===== src/verilog/riscv_isa_pkg.sv =====
package riscv_isa_pkg;

    // base opcodes handled by the decoder
    localparam logic [6:0] OP_LOAD   = 7'b0000011;  // lw
    localparam logic [6:0] OP_STORE  = 7'b0100011;  // sw
    localparam logic [6:0] OP_REG    = 7'b0110011;
    localparam logic [6:0] OP_BRANCH = 7'b1100011;  // beq only
    localparam logic [6:0] OP_IMM    = 7'b0010011;
    localparam logic [6:0] OP_JAL    = 7'b1101111;
    localparam logic [6:0] OP_JALR   = 7'b1100111;
    localparam logic [6:0] OP_LUI    = 7'b0110111;

    // immediate formats
    localparam logic [2:0] IMM_I = 3'd0;
    localparam logic [2:0] IMM_S = 3'd1;
    localparam logic [2:0] IMM_B = 3'd2;
    localparam logic [2:0] IMM_J = 3'd3;
    localparam logic [2:0] IMM_U = 3'd4;

    localparam logic [1:0] ALUOP_ADD   = 2'd0;
    localparam logic [1:0] ALUOP_SUB   = 2'd1;
    localparam logic [1:0] ALUOP_FUNCT = 2'd2;  // look at funct3/funct7
    localparam logic [1:0] ALUOP_PASSB = 2'd3;  // lui

    localparam logic [3:0] ALU_ADD   = 4'd0;
    localparam logic [3:0] ALU_SUB   = 4'd1;
    localparam logic [3:0] ALU_SLL   = 4'd2;
    localparam logic [3:0] ALU_SLT   = 4'd3;
    localparam logic [3:0] ALU_XOR   = 4'd4;
    localparam logic [3:0] ALU_SRL   = 4'd5;
    localparam logic [3:0] ALU_SRA   = 4'd6;
    localparam logic [3:0] ALU_OR    = 4'd7;
    localparam logic [3:0] ALU_AND   = 4'd8;
    localparam logic [3:0] ALU_PASSB = 4'd9;

    localparam logic [1:0] RES_ALU = 2'd0;
    localparam logic [1:0] RES_MEM = 2'd1;
    localparam logic [1:0] RES_PC4 = 2'd2;  // link address

    localparam logic [1:0] JMP_NONE = 2'd0;
    localparam logic [1:0] JMP_JAL  = 2'd1;
    localparam logic [1:0] JMP_JALR = 2'd2;

    typedef struct packed {
        logic       branch;
        logic [1:0] jump;
        logic [1:0] result_src;
        logic       mem_write;
        logic       alu_src;
        logic [2:0] imm_src;
        logic       reg_write;
        logic [1:0] alu_op;
    } main_ctrl_t;

endpackage


===== src/verilog/decode_pkg.sv =====
package decode_pkg;

    localparam int NUM_LANES  = 4;
    localparam int LANE_IDX_W = 2;

    // wrap point for the round-robin pointers
    localparam logic [LANE_IDX_W-1:0] LAST_LANE = LANE_IDX_W'(NUM_LANES - 1);

    // one decoded instruction as it leaves a lane and the unit
    typedef struct packed {
        logic        branch;
        logic [1:0]  jump;
        logic [1:0]  result_src;
        logic        mem_write;
        logic        alu_src;
        logic        reg_write;
        logic [3:0]  alu_ctrl;
        logic [31:0] imm;
        logic [4:0]  rd;
        logic [4:0]  rs1;
        logic [4:0]  rs2;
    } ctrl_word_t;

endpackage


===== src/verilog/main_decoder.sv =====
module main_decoder (
    input  logic [6:0]               op_i,
    output riscv_isa_pkg::main_ctrl_t ctrl_o
);

    always_comb begin
        // register operation settings, also taken by unknown opcodes
        ctrl_o.branch     = 1'b0;
        ctrl_o.jump       = riscv_isa_pkg::JMP_NONE;
        ctrl_o.result_src = riscv_isa_pkg::RES_ALU;
        ctrl_o.mem_write  = 1'b0;
        ctrl_o.alu_src    = 1'b0;
        ctrl_o.imm_src    = riscv_isa_pkg::IMM_I;    // don't care here
        ctrl_o.reg_write  = 1'b1;
        ctrl_o.alu_op     = riscv_isa_pkg::ALUOP_FUNCT;

        case (op_i)
            riscv_isa_pkg::OP_LOAD: begin
                ctrl_o.result_src = riscv_isa_pkg::RES_MEM;
                ctrl_o.alu_src    = 1'b1;
                ctrl_o.alu_op     = riscv_isa_pkg::ALUOP_ADD;  // address calc
            end

            riscv_isa_pkg::OP_STORE: begin
                ctrl_o.reg_write = 1'b0;
                ctrl_o.mem_write = 1'b1;
                ctrl_o.alu_src   = 1'b1;
                ctrl_o.imm_src   = riscv_isa_pkg::IMM_S;
                ctrl_o.alu_op    = riscv_isa_pkg::ALUOP_ADD;
            end

            riscv_isa_pkg::OP_REG: begin
                // defaults already describe it
            end

            riscv_isa_pkg::OP_BRANCH: begin
                ctrl_o.branch    = 1'b1;
                ctrl_o.reg_write = 1'b0;
                ctrl_o.imm_src   = riscv_isa_pkg::IMM_B;
                ctrl_o.alu_op    = riscv_isa_pkg::ALUOP_SUB;  // compare by subtract
            end

            riscv_isa_pkg::OP_IMM: begin
                ctrl_o.alu_src = 1'b1;
            end

            riscv_isa_pkg::OP_JAL: begin
                ctrl_o.jump       = riscv_isa_pkg::JMP_JAL;
                ctrl_o.result_src = riscv_isa_pkg::RES_PC4;
                ctrl_o.imm_src    = riscv_isa_pkg::IMM_J;
                ctrl_o.alu_op     = riscv_isa_pkg::ALUOP_ADD;  // unused by jal
            end

            riscv_isa_pkg::OP_JALR: begin
                ctrl_o.jump       = riscv_isa_pkg::JMP_JALR;
                ctrl_o.result_src = riscv_isa_pkg::RES_PC4;
                ctrl_o.alu_src    = 1'b1;
            end

            riscv_isa_pkg::OP_LUI: begin
                ctrl_o.alu_src = 1'b1;
                ctrl_o.imm_src = riscv_isa_pkg::IMM_U;
                ctrl_o.alu_op  = riscv_isa_pkg::ALUOP_PASSB;
            end

            default: begin
                // no trap, falls back to register op
            end
        endcase
    end

endmodule


===== src/verilog/alu_decoder.sv =====
module alu_decoder (
    input  logic [1:0] alu_op_i,
    input  logic [2:0] funct3_i,
    input  logic       funct7b5_i,
    input  logic       op5_i,     // set for register ops, clear for immediates
    output logic [3:0] alu_ctrl_o
);

    always_comb begin
        case (alu_op_i)
            riscv_isa_pkg::ALUOP_ADD:   alu_ctrl_o = riscv_isa_pkg::ALU_ADD;
            riscv_isa_pkg::ALUOP_SUB:   alu_ctrl_o = riscv_isa_pkg::ALU_SUB;
            riscv_isa_pkg::ALUOP_PASSB: alu_ctrl_o = riscv_isa_pkg::ALU_PASSB;
            default: begin
                case (funct3_i)
                    3'b000: begin
                        // addi has no sub form
                        if (funct7b5_i && op5_i) begin
                            alu_ctrl_o = riscv_isa_pkg::ALU_SUB;
                        end else begin
                            alu_ctrl_o = riscv_isa_pkg::ALU_ADD;
                        end
                    end
                    3'b001:  alu_ctrl_o = riscv_isa_pkg::ALU_SLL;
                    3'b010:  alu_ctrl_o = riscv_isa_pkg::ALU_SLT;
                    3'b100:  alu_ctrl_o = riscv_isa_pkg::ALU_XOR;
                    3'b101:  alu_ctrl_o = funct7b5_i ? riscv_isa_pkg::ALU_SRA
                                                     : riscv_isa_pkg::ALU_SRL;
                    3'b110:  alu_ctrl_o = riscv_isa_pkg::ALU_OR;
                    3'b111:  alu_ctrl_o = riscv_isa_pkg::ALU_AND;
                    default: alu_ctrl_o = riscv_isa_pkg::ALU_ADD;  // sltu not supported
                endcase
            end
        endcase
    end

endmodule


===== src/verilog/imm_extender.sv =====
module imm_extender (
    input  logic [31:0] instr_i,
    input  logic [2:0]  imm_src_i,
    output logic [31:0] imm_o
);

    logic sign;

    assign sign = instr_i[31];

    always_comb begin
        case (imm_src_i)
            riscv_isa_pkg::IMM_I:
                imm_o = {{20{sign}}, instr_i[31:20]};
            riscv_isa_pkg::IMM_S:
                imm_o = {{20{sign}}, instr_i[31:25], instr_i[11:7]};
            riscv_isa_pkg::IMM_B:   // halfword offset, lsb always zero
                imm_o = {{19{sign}}, instr_i[31], instr_i[7], instr_i[30:25],
                         instr_i[11:8], 1'b0};
            riscv_isa_pkg::IMM_J:
                imm_o = {{11{sign}}, instr_i[31], instr_i[19:12], instr_i[20],
                         instr_i[30:21], 1'b0};
            riscv_isa_pkg::IMM_U:
                imm_o = {instr_i[31:12], 12'b0};
            default:
                imm_o = 32'b0;
        endcase
    end

endmodule


===== src/verilog/decode_lane.sv =====
module decode_lane (
    input  logic                   clk_i,
    input  logic                   rst_n_i,
    input  logic                   load_i,
    input  logic [31:0]            instr_i,
    input  logic                   release_i,
    output logic                   busy_o,
    output logic                   done_o,
    output decode_pkg::ctrl_word_t ctrl_o
);

    logic [31:0]               instr_q;
    logic                      busy_q;
    logic                      done_q;
    decode_pkg::ctrl_word_t    ctrl_q;
    decode_pkg::ctrl_word_t    ctrl_d;
    riscv_isa_pkg::main_ctrl_t main_ctrl;
    logic [3:0]                alu_ctrl;
    logic [31:0]               imm;

    main_decoder u_main_dec (
        .op_i   (instr_q[6:0]),
        .ctrl_o (main_ctrl)
    );

    alu_decoder u_alu_dec (
        .alu_op_i   (main_ctrl.alu_op),
        .funct3_i   (instr_q[14:12]),
        .funct7b5_i (instr_q[30]),
        .op5_i      (instr_q[5]),
        .alu_ctrl_o (alu_ctrl)
    );

    imm_extender u_imm_ext (
        .instr_i   (instr_q),
        .imm_src_i (main_ctrl.imm_src),
        .imm_o     (imm)
    );

    always_comb begin
        ctrl_d.branch     = main_ctrl.branch;
        ctrl_d.jump       = main_ctrl.jump;
        ctrl_d.result_src = main_ctrl.result_src;
        ctrl_d.mem_write  = main_ctrl.mem_write;
        ctrl_d.alu_src    = main_ctrl.alu_src;
        ctrl_d.reg_write  = main_ctrl.reg_write;
        ctrl_d.alu_ctrl   = alu_ctrl;
        ctrl_d.imm        = imm;
        ctrl_d.rd         = instr_q[11:7];
        ctrl_d.rs1        = instr_q[19:15];
        ctrl_d.rs2        = instr_q[24:20];
    end

    always_ff @(posedge clk_i) begin
        if (!rst_n_i) begin
            busy_q <= 1'b0;
            done_q <= 1'b0;
        end else if (release_i) begin    // collector took the word
            busy_q <= 1'b0;
            done_q <= 1'b0;
        end else begin
            if (load_i) begin
                busy_q <= 1'b1;
            end
            if (busy_q && !done_q) begin
                done_q <= 1'b1;              // result slot filled this edge
            end
        end
    end

    always_ff @(posedge clk_i) begin
        if (load_i) begin
            instr_q <= instr_i;
        end
        if (busy_q && !done_q) begin
            ctrl_q <= ctrl_d;
        end
    end

    assign busy_o = busy_q;
    assign done_o = done_q;
    assign ctrl_o = ctrl_q;

endmodule


===== src/verilog/instr_dispatcher.sv =====
module instr_dispatcher (
    input  logic                             clk_i,
    input  logic                             rst_n_i,
    input  logic                             in_req_i,
    input  logic [31:0]                      in_instr_i,
    output logic                             in_ack_o,
    input  logic [decode_pkg::NUM_LANES-1:0] lane_busy_i,
    output logic [decode_pkg::NUM_LANES-1:0] lane_load_o,
    output logic [31:0]                      lane_instr_o
);

    logic [decode_pkg::LANE_IDX_W-1:0] ptr_q;   // next lane in program order
    logic                              ack_q;
    logic                              take;

    // only the lane at the pointer may take the word, keeps order
    assign take = !ack_q && in_req_i && !lane_busy_i[ptr_q];

    always_ff @(posedge clk_i) begin
        if (!rst_n_i) begin
            ack_q       <= 1'b0;
            ptr_q       <= '0;
            lane_load_o <= '0;
        end else begin
            lane_load_o <= '0;                  // strobe
            if (take) begin
                ack_q              <= 1'b1;
                lane_load_o[ptr_q] <= 1'b1;
                ptr_q              <= (ptr_q == decode_pkg::LAST_LANE) ? '0 : ptr_q + 1'b1;
            end else if (ack_q && !in_req_i) begin
                ack_q <= 1'b0;                  // phase 4
            end
        end
    end

    // source may change data once it sees ack, so hold a copy for the lane
    always_ff @(posedge clk_i) begin
        if (take) begin
            lane_instr_o <= in_instr_i;
        end
    end

    assign in_ack_o = ack_q;

endmodule


===== src/verilog/ctrl_collector.sv =====
module ctrl_collector (
    input  logic                             clk_i,
    input  logic                             rst_n_i,
    input  logic [decode_pkg::NUM_LANES-1:0] lane_done_i,
    input  decode_pkg::ctrl_word_t           lane_ctrl_i [decode_pkg::NUM_LANES],
    output logic [decode_pkg::NUM_LANES-1:0] lane_release_o,
    output logic                             out_req_o,
    output decode_pkg::ctrl_word_t           out_ctrl_o,
    input  logic                             out_ack_i
);

    logic [decode_pkg::LANE_IDX_W-1:0] ptr_q;
    logic                              req_q;
    logic                              wait_low_q;  // ack still high after req dropped
    logic                              grab;

    // port idle means neither req nor ack is up
    assign grab = !req_q && !wait_low_q && !out_ack_i && lane_done_i[ptr_q];

    always_ff @(posedge clk_i) begin
        if (!rst_n_i) begin
            req_q          <= 1'b0;
            wait_low_q     <= 1'b0;
            ptr_q          <= '0;
            lane_release_o <= '0;
        end else begin
            lane_release_o <= '0;
            if (req_q) begin
                if (out_ack_i) begin
                    req_q                 <= 1'b0;
                    wait_low_q            <= 1'b1;
                    lane_release_o[ptr_q] <= 1'b1;  // lane is free again
                end
            end else if (wait_low_q) begin
                if (!out_ack_i) begin
                    wait_low_q <= 1'b0;
                    ptr_q      <= (ptr_q == decode_pkg::LAST_LANE) ? '0 : ptr_q + 1'b1;
                end
            end else if (grab) begin
                req_q <= 1'b1;
            end
        end
    end

    always_ff @(posedge clk_i) begin
        if (grab) begin
            out_ctrl_o <= lane_ctrl_i[ptr_q];   // stable for whole handshake
        end
    end

    assign out_req_o = req_q;

endmodule


===== src/verilog/decode_unit_top.sv =====
module decode_unit_top (
    input  logic                   clk_i,
    input  logic                   rst_n_i,
    input  logic                   in_req_i,
    input  logic [31:0]            in_instr_i,
    output logic                   in_ack_o,
    output logic                   out_req_o,
    output decode_pkg::ctrl_word_t out_ctrl_o,
    input  logic                   out_ack_i
);

    logic [decode_pkg::NUM_LANES-1:0] lane_busy;
    logic [decode_pkg::NUM_LANES-1:0] lane_load;
    logic [decode_pkg::NUM_LANES-1:0] lane_done;
    logic [decode_pkg::NUM_LANES-1:0] lane_release;
    logic [31:0]                      lane_instr;   // shared, qualified by lane_load
    decode_pkg::ctrl_word_t           lane_ctrl [decode_pkg::NUM_LANES];

    instr_dispatcher u_dispatch (
        .clk_i        (clk_i),
        .rst_n_i      (rst_n_i),
        .in_req_i     (in_req_i),
        .in_instr_i   (in_instr_i),
        .in_ack_o     (in_ack_o),
        .lane_busy_i  (lane_busy),
        .lane_load_o  (lane_load),
        .lane_instr_o (lane_instr)
    );

    for (genvar i = 0; i < decode_pkg::NUM_LANES; i++) begin : g_lane
        decode_lane u_lane (
            .clk_i     (clk_i),
            .rst_n_i   (rst_n_i),
            .load_i    (lane_load[i]),
            .instr_i   (lane_instr),
            .release_i (lane_release[i]),
            .busy_o    (lane_busy[i]),
            .done_o    (lane_done[i]),
            .ctrl_o    (lane_ctrl[i])
        );
    end

    ctrl_collector u_collect (
        .clk_i          (clk_i),
        .rst_n_i        (rst_n_i),
        .lane_done_i    (lane_done),
        .lane_ctrl_i    (lane_ctrl),
        .lane_release_o (lane_release),
        .out_req_o      (out_req_o),
        .out_ctrl_o     (out_ctrl_o),
        .out_ack_i      (out_ack_i)
    );

endmodule


===== config.mk =====
export PLATFORM = sky130hd
export DESIGN_NAME = decode_unit_top
export DESIGN_NICKNAME = d
export VERILOG_FILES = /design/src/verilog/riscv_isa_pkg.sv /design/src/verilog/decode_pkg.sv /design/src/verilog/main_decoder.sv /design/src/verilog/alu_decoder.sv /design/src/verilog/imm_extender.sv /design/src/verilog/decode_lane.sv /design/src/verilog/instr_dispatcher.sv /design/src/verilog/ctrl_collector.sv /design/src/verilog/decode_unit_top.sv
export SDC_FILE = /design/constraint.sdc
export NUM_CORES = 1
export LEC_CHECK = 0
export ABC_AREA = 1
export BUFFER_PORTS_ARGS = -buffer_cell sky130_fd_sc_hd__buf_2
export CAP_MARGIN = 5
export CORE_MARGIN = 10
export CORE_UTILIZATION = 55
export DETAILED_ROUTE_END_ITERATION = 10
export GPL_ROUTABILITY_DRIVEN = 1
export PLACE_DENSITY = 0.74
export SLEW_MARGIN = 20
export SYNTH_ARGS = -nofsm -noshare
export SYNTH_HDL_FRONTEND = slang
export SYNTH_HIERARCHICAL = 1
export SYNTH_SLANG_ARGS = --single-unit

===== constraint.sdc =====
create_clock -name clk_i -period 4.6 [get_ports clk_i]
set_input_delay 0.46 -clock clk_i [delete_from_list [all_inputs] [get_ports clk_i]]
set_output_delay 0.46 -clock clk_i [all_outputs]
set_load 0.02 [all_outputs]

# After elaboration in Yosys (flattened, before gate mapping)
# Index checks and enable logic that the tools add are counted.
[word_totals]
register_bits = 478
latch_bits = 0
ramBits = 0
rom_bits = 0
out_inout_bits = 61
word_cells = 302
memories = 0
[classes]
n_addsub = 2
mul = 0
n_div = 0
magnitude_cmp = 5
eq_ne = 79
n_shift = 0
muxes = 75
bitwise_logic = 4
n_reduce_logical = 62
[ops]
columns = ["cell", "count"]
rows = [
  ["$pmux 32 s5", 4],
  ["$bmux 59 s2", 1],
  ["$mux 59", 2],
  ["$pmux 4 s7", 4],
  ["$eq 7x7->1 const B", 12],
  ["$eq 3x3->1 const B", 20],
  ["$eq 7x6->1 const B", 8],
  ["$pmux 3 s4", 4],
  ["$pmux 4 s3", 4],
  ["$eq 3x2->1 const B", 12],
  ["$mux 1", 34],
  ["$pmux 2 s2", 8],
  ["$eq 7x2->1 const B", 4],
  ["$eq 7x5->1 const B", 4],
  ["$eq 3x1->1 const B", 8],
  ["$logic_not 3->1", 8],
  ["$pmux 2 s3", 4],
  ["$reduce_or 2->1", 12],
  ["$reduce_or 5->1", 4],
  ["$logic_and 1x1->1", 16],
  ["$eq 2x2->1 const B", 6],
  ["$mux 2", 6],
  ["$reduce_or 3->1", 4],
  ["$logic_not 1->1", 10],
  ["other kinds (14)", 28],
]

# Depth between registers and ports, before layout
[logic_depth]
depth_word = 7
mapped_depth = 10
mapped_depth_nobuf = 10

# By module
# The synthesis kept the hierarchy.
[by_module_without_submodules]
columns = ["mod", "instances", "cells_per_inst", "area_per_inst_um2", "seq_area_each_um2"]
rows = [
  ["decode_lane", 4, 101, 2802.7, 2772.7],
  ["ctrl_collector", 1, 440, 4379.2, 1931.9],
  ["imm_extender", 4, 83, 386.6, 0.0],
  ["instr_dispatcher", 1, 80, 1328.8, 1101.1],
  ["alu_decoder", 4, 25, 108.9, 0.0],
  ["main_decoder at g_lane[2].u_lane.u_main_dec ...", 2, 43, 192.7, 0.0],
  ["main_decoder at g_lane[0].u_lane.u_main_dec", 1, 39, 177.7, 0.0],
  ["main_decoder at g_lane[1].u_lane.u_main_dec", 1, 38, 175.2, 0.0],
]

# Least setup slack after synthesis
# Ideal clock, no wire load.
[synth_path]
path_type = "flip-flop to flip-flop"
startpoint = "register g_lane[0].u_lane.busy_q"
endpoint = "register g_lane[0].u_lane.ctrl_q, in the netlist g_lane[0].u_lane/ctrl_o[0], enable pin"
setup_time_ns = 0.477
arrival_time_ns = 2.880
required_ns = 4.123
path_slack_ns = 1.243
stages_incl_launch_ff = 3
n_path_buf = 0
synth_period_minus_slack_ns = 3.357
path_cell_list = "dfxtp_1 inv_1 nor2_1"
[synth_via]
elab_chain_cells = 1
[synth_rtl]
columns = ["item", "line", "text"]
rows = [
  ["start, declared", "decode_lane.sv:13", "logic busy_q;"],
  ["start signal, assigned", "decode_lane.sv:56", "busy_q <= 1'b0;"],
  ["start signal, assigned", "decode_lane.sv:59", "busy_q <= 1'b0;"],
  ["start signal, assigned", "decode_lane.sv:63", "busy_q <= 1'b1;"],
  ["$logic_and 1x1->1", "decode_lane.sv:75", "if (busy_q && !done_q) begin"],
  ["end signal, assigned", "decode_lane.sv:76", "ctrl_q <= ctrl_d;"],
  ["end, declared", "decode_lane.sv:15", "decode_pkg::ctrl_word_t ctrl_q;"],
]
# Every way passes these cells.
# A chain may end at the register's enable or synchronous reset.

# Worst setup path after layout
[layout_path]
startpoint = "register u_collect/ptr_q[0] (netlist bit)"
endpoint = "register u_collect/out_ctrl_o[36] (netlist name)"
[layout_via]
elab_chain_cells = 4
[layout_rtl]
columns = ["item", "line", "text"]
rows = [
  ["start, declared", "ctrl_collector.sv:12", "logic [decode_pkg::LANE_IDX_W-1:0] ptr_q;"],
  ["start signal, assigned", "ctrl_collector.sv:37", "ptr_q <= (ptr_q == decode_pkg::LAST_LANE) ? '0 : ptr_q + 1'b1;"],
  ["$not 2->3 (implied by the code)", "ctrl_collector.sv:47", "out_ctrl_o <= lane_ctrl_i[ptr_q];"],
  ["$bmux 59 s2", "ctrl_collector.sv:47", ""],
  ["$mux 59 (implied by the code) (2 in a row)", "ctrl_collector.sv:47", ""],
]
# Every way passes these cells. The select of a mux whose other input is x is not followed.

==> results.md <==
- Max cap viols: 0
- Setup Crit Path Kind: reg -> reg
- R2R cell count: 4
- Initial DRC count: 1150
- Largest net degree at the start of global routing: 124
- Startpoint Class: register
- Layout Nets: 1678
- WP data arrival: 2.86 ns
- Worst-Margin Slew: 1.127 ns
- Root Buffer: clkbuf_16
- First-pass GRT wire length: 68830 µm
- Max Slew Vio Count: 0
- Relative slew slack: 0.2486
- Clock transition at path regs: 0.06 ns
- CTS Buf Count: 48
- Setup-failing EPs final: 0
- Crit path time final: 2.484 ns
- Chip Height: 209.0 µm
- Synth Warn #: 6
- DRC: 0
- Post-Syn Area: 19640 µm²
- Power density cells: 423.9 nW/µm²
- Period Utilization, post-route: 0.5401
- Seq cells post-synth: 478
- WL final: 44880 µm
- Vias per Instance: 5.592
- Final-report hold violation count: 0
- Later-pin clock latency in the skew report: 0.55 ns
- Leak pwr: 8.095 nW
- Setup crit end kind: register
- Min-Delay Path Class: in -> reg
- Reg area: 14140 µm²
- Fmax: 402.5 MHz
- Fillers: 2623
- RSZ-0062 raised after global routing: false
- Resize count post-CTS: 0
- IO Count: 97
- Post-Syn Nets: 1563
- Register area share after synthesis: 0.7192
- Htree depth: 2
- Average size of a mapped cell: 12.93 µm²
- Layout cell share with drive strength beyond 1: 0.2218
- Multi-input gate area: 4681 µm²
- TritonCTS clock tree: built
- Diodes inserted: 0
- Hold Path Cell Cnt: 1
- Total clock sinks: 478
- Routed via count: 11910
- Min Hold Slack: 0.08013 ns
- Synth unique cells: 31
- Maximum fanout along the worst path: 71
- DRT antenna net count: 0
- Status: finished, final reports clean
- Grt ovf: 0
- Vias in the first global route: 12100
- TNS Setup: 0 ns
- Rows: 69
- Port-buffer cells: 96
- Post-CTS setup buffer count: 0
- Die span in x: 209.0 µm
- DR pass1 iterations: 5
- Power, Total: 9.369 mW
- Commonest non-fill, non-tap cells in the layout: edfxtp_1 (455), nand2_1 (244), nor2_1 (183), o21ai_0 (138), inv_1 (116)
- Worst EP required: 4.97 ns
- Core Box Area: 35400 µm²
- Hold buffers post-CTS: 0
- DPL Wire Length: 28840 µm
- Worst vdd ir: 265.7 µV
- Area delta synth->final: 12.53%
- Die area: 43660 µm²
- Starting density of the core: 0.5548
- Cell count after synthesis: 1519
- GR Util All Layers: 0.2020
- WL/cell: 21.08 µm
- Initial antenna violation count: 0
- Skew final: 0.01295 ns
- Leading cell type in the layout, fill and taps excluded: edfxtp_1
- Clk buf depth: 3
- Gpl congestion: 0.8728
==> sequential cells by signal, summed over array words and instances (netlist names) <==
name,count
g_lane.u_lane/instr_q,128
u_dispatch/in_ack_o,1
u_collect/out_ctrl_o,59
u_collect/wait_low_q,1
u_collect/lane_release_o,4
g_lane.u_lane/busy_o,4
u_dispatch/lane_instr_o,32
u_dispatch/ptr_q,2
g_lane.u_lane/ctrl_o,236
u_collect/out_req_o,1
u_dispatch/lane_load_o,4
u_collect/ptr_q,2
g_lane.u_lane/done_o,4
==> Yosys cell counts <==
cell | number | area share
ha_1 | 8 | 0.0051
buf_6 | 6 | 0.0034
o22ai_2 | 38 | 0.024
buf_2 | 17 | 0.0043
and2_1 | 1 | 0.00032
nand4_1 | 11 | 0.0035
nor2_4 | 44 | 0.025
nand2_2 | 19 | 0.0061
nand2_4 | 9 | 0.0052
nor3_1 | 6 | 0.0015
o21ai_4 | 4 | 0.0033
o22ai_1 | 21 | 0.0067
a21oi_2 | 2 | 0.00089
nand3_1 | 50 | 0.013
inv_1 | 117 | 0.022
a21oi_1 | 7 | 0.0018
buf_12 | 5 | 0.0051
buf_4 | 6 | 0.0023
nor3_2 | 1 | 0.00051
o21ai_2 | 3 | 0.0013
a21boi_1 | 4 | 0.0015
nor2_2 | 28 | 0.0089
clkbuf_1 | 12 | 0.0023
inv_2 | 22 | 0.0042
nand3_2 | 10 | 0.0051
nor2_1 | 187 | 0.036
o21ai_0 | 138 | 0.035
dfxtp_1 | 23 | 0.023
o21ai_1 | 21 | 0.0054
nand2_1 | 244 | 0.047
edfxtp_1 | 455 | 0.70
==> layer usage <==
layer,part of all wire,GRT usage,vias up
li1,-,-,5524
met1,0.39,0.2528,5788
met2,0.50,0.3483,505
met3,0.075,0.03385,88
met4,0.028,0.06946,0
met5,0,0,-
==> worst paths after layout <==
kind                                                        startpoint                                    end  slack (ns)
worst min register to register  g_lane[0].u_lane/instr_q[18]$_DFFE_PP_   g_lane[0].u_lane/ctrl_o[8]$_DFFE_PP_        0.45
worst max-delay path                   u_collect/ptr_q[0]$_SDFFE_PN0P_     u_collect/out_ctrl_o[36]$_DFFE_PP_        2.12
worst max register to register         u_collect/ptr_q[0]$_SDFFE_PN0P_     u_collect/out_ctrl_o[36]$_DFFE_PP_        2.12
worst min-delay path                                    in_instr_i[21]  u_dispatch/lane_instr_o[21]$_DFFE_PP_        0.08
==> kinds of logic after synthesis <==
group,share of synthesized area
simple gates,0.1514
fa+ha+maj,0.005097
compound gates,0.08028
flops,0.7192
buf+inv,0.04402
==> stage by stage <==
stage               area, µm²  worst slack, ns  instances  utilization
floorplan               19640            1.243       1519            -
global placement        20500            1.840       2043       0.5790
detailed placement      20500            1.824       2043       0.5790
CTS                     22040            1.816       2127       0.6226
global route            22100            1.903       2129       0.6243
finish                  22100            2.116       2129       0.6243
==> layout make-up <==
type,instances,area share
flip-flops and latches,478,0.6397
repair buffers,111,0.02882
clock buffers,57,0.05684
multi-input cells,856,0.2118
inverters,139,0.02384
clock inverters,27,0.01291
well taps,461,0.02610
==> report_power, final <==
group / internal [mW] / leakage [nW] / total [mW] / switching [mW]
Sequential: 5.01 / 4.33 / 5.14 / 0.139
Clock: 2.28 / 0.759 / 3.82 / 1.55
Combinational: 0.121 / 3.01 / 0.403 / 0.282
Total: 7.40 / 8.09 / 9.37 / 1.97
==> critical path: stages, from the launching register on <==
cell and delay, ns:
dfxtp_4 0.36, inv_6 0.47, buf_4 0.97, o21ai_0 0.23
o22ai_2 0.22
Note: power is estimated with default switching activity, not from simulation.
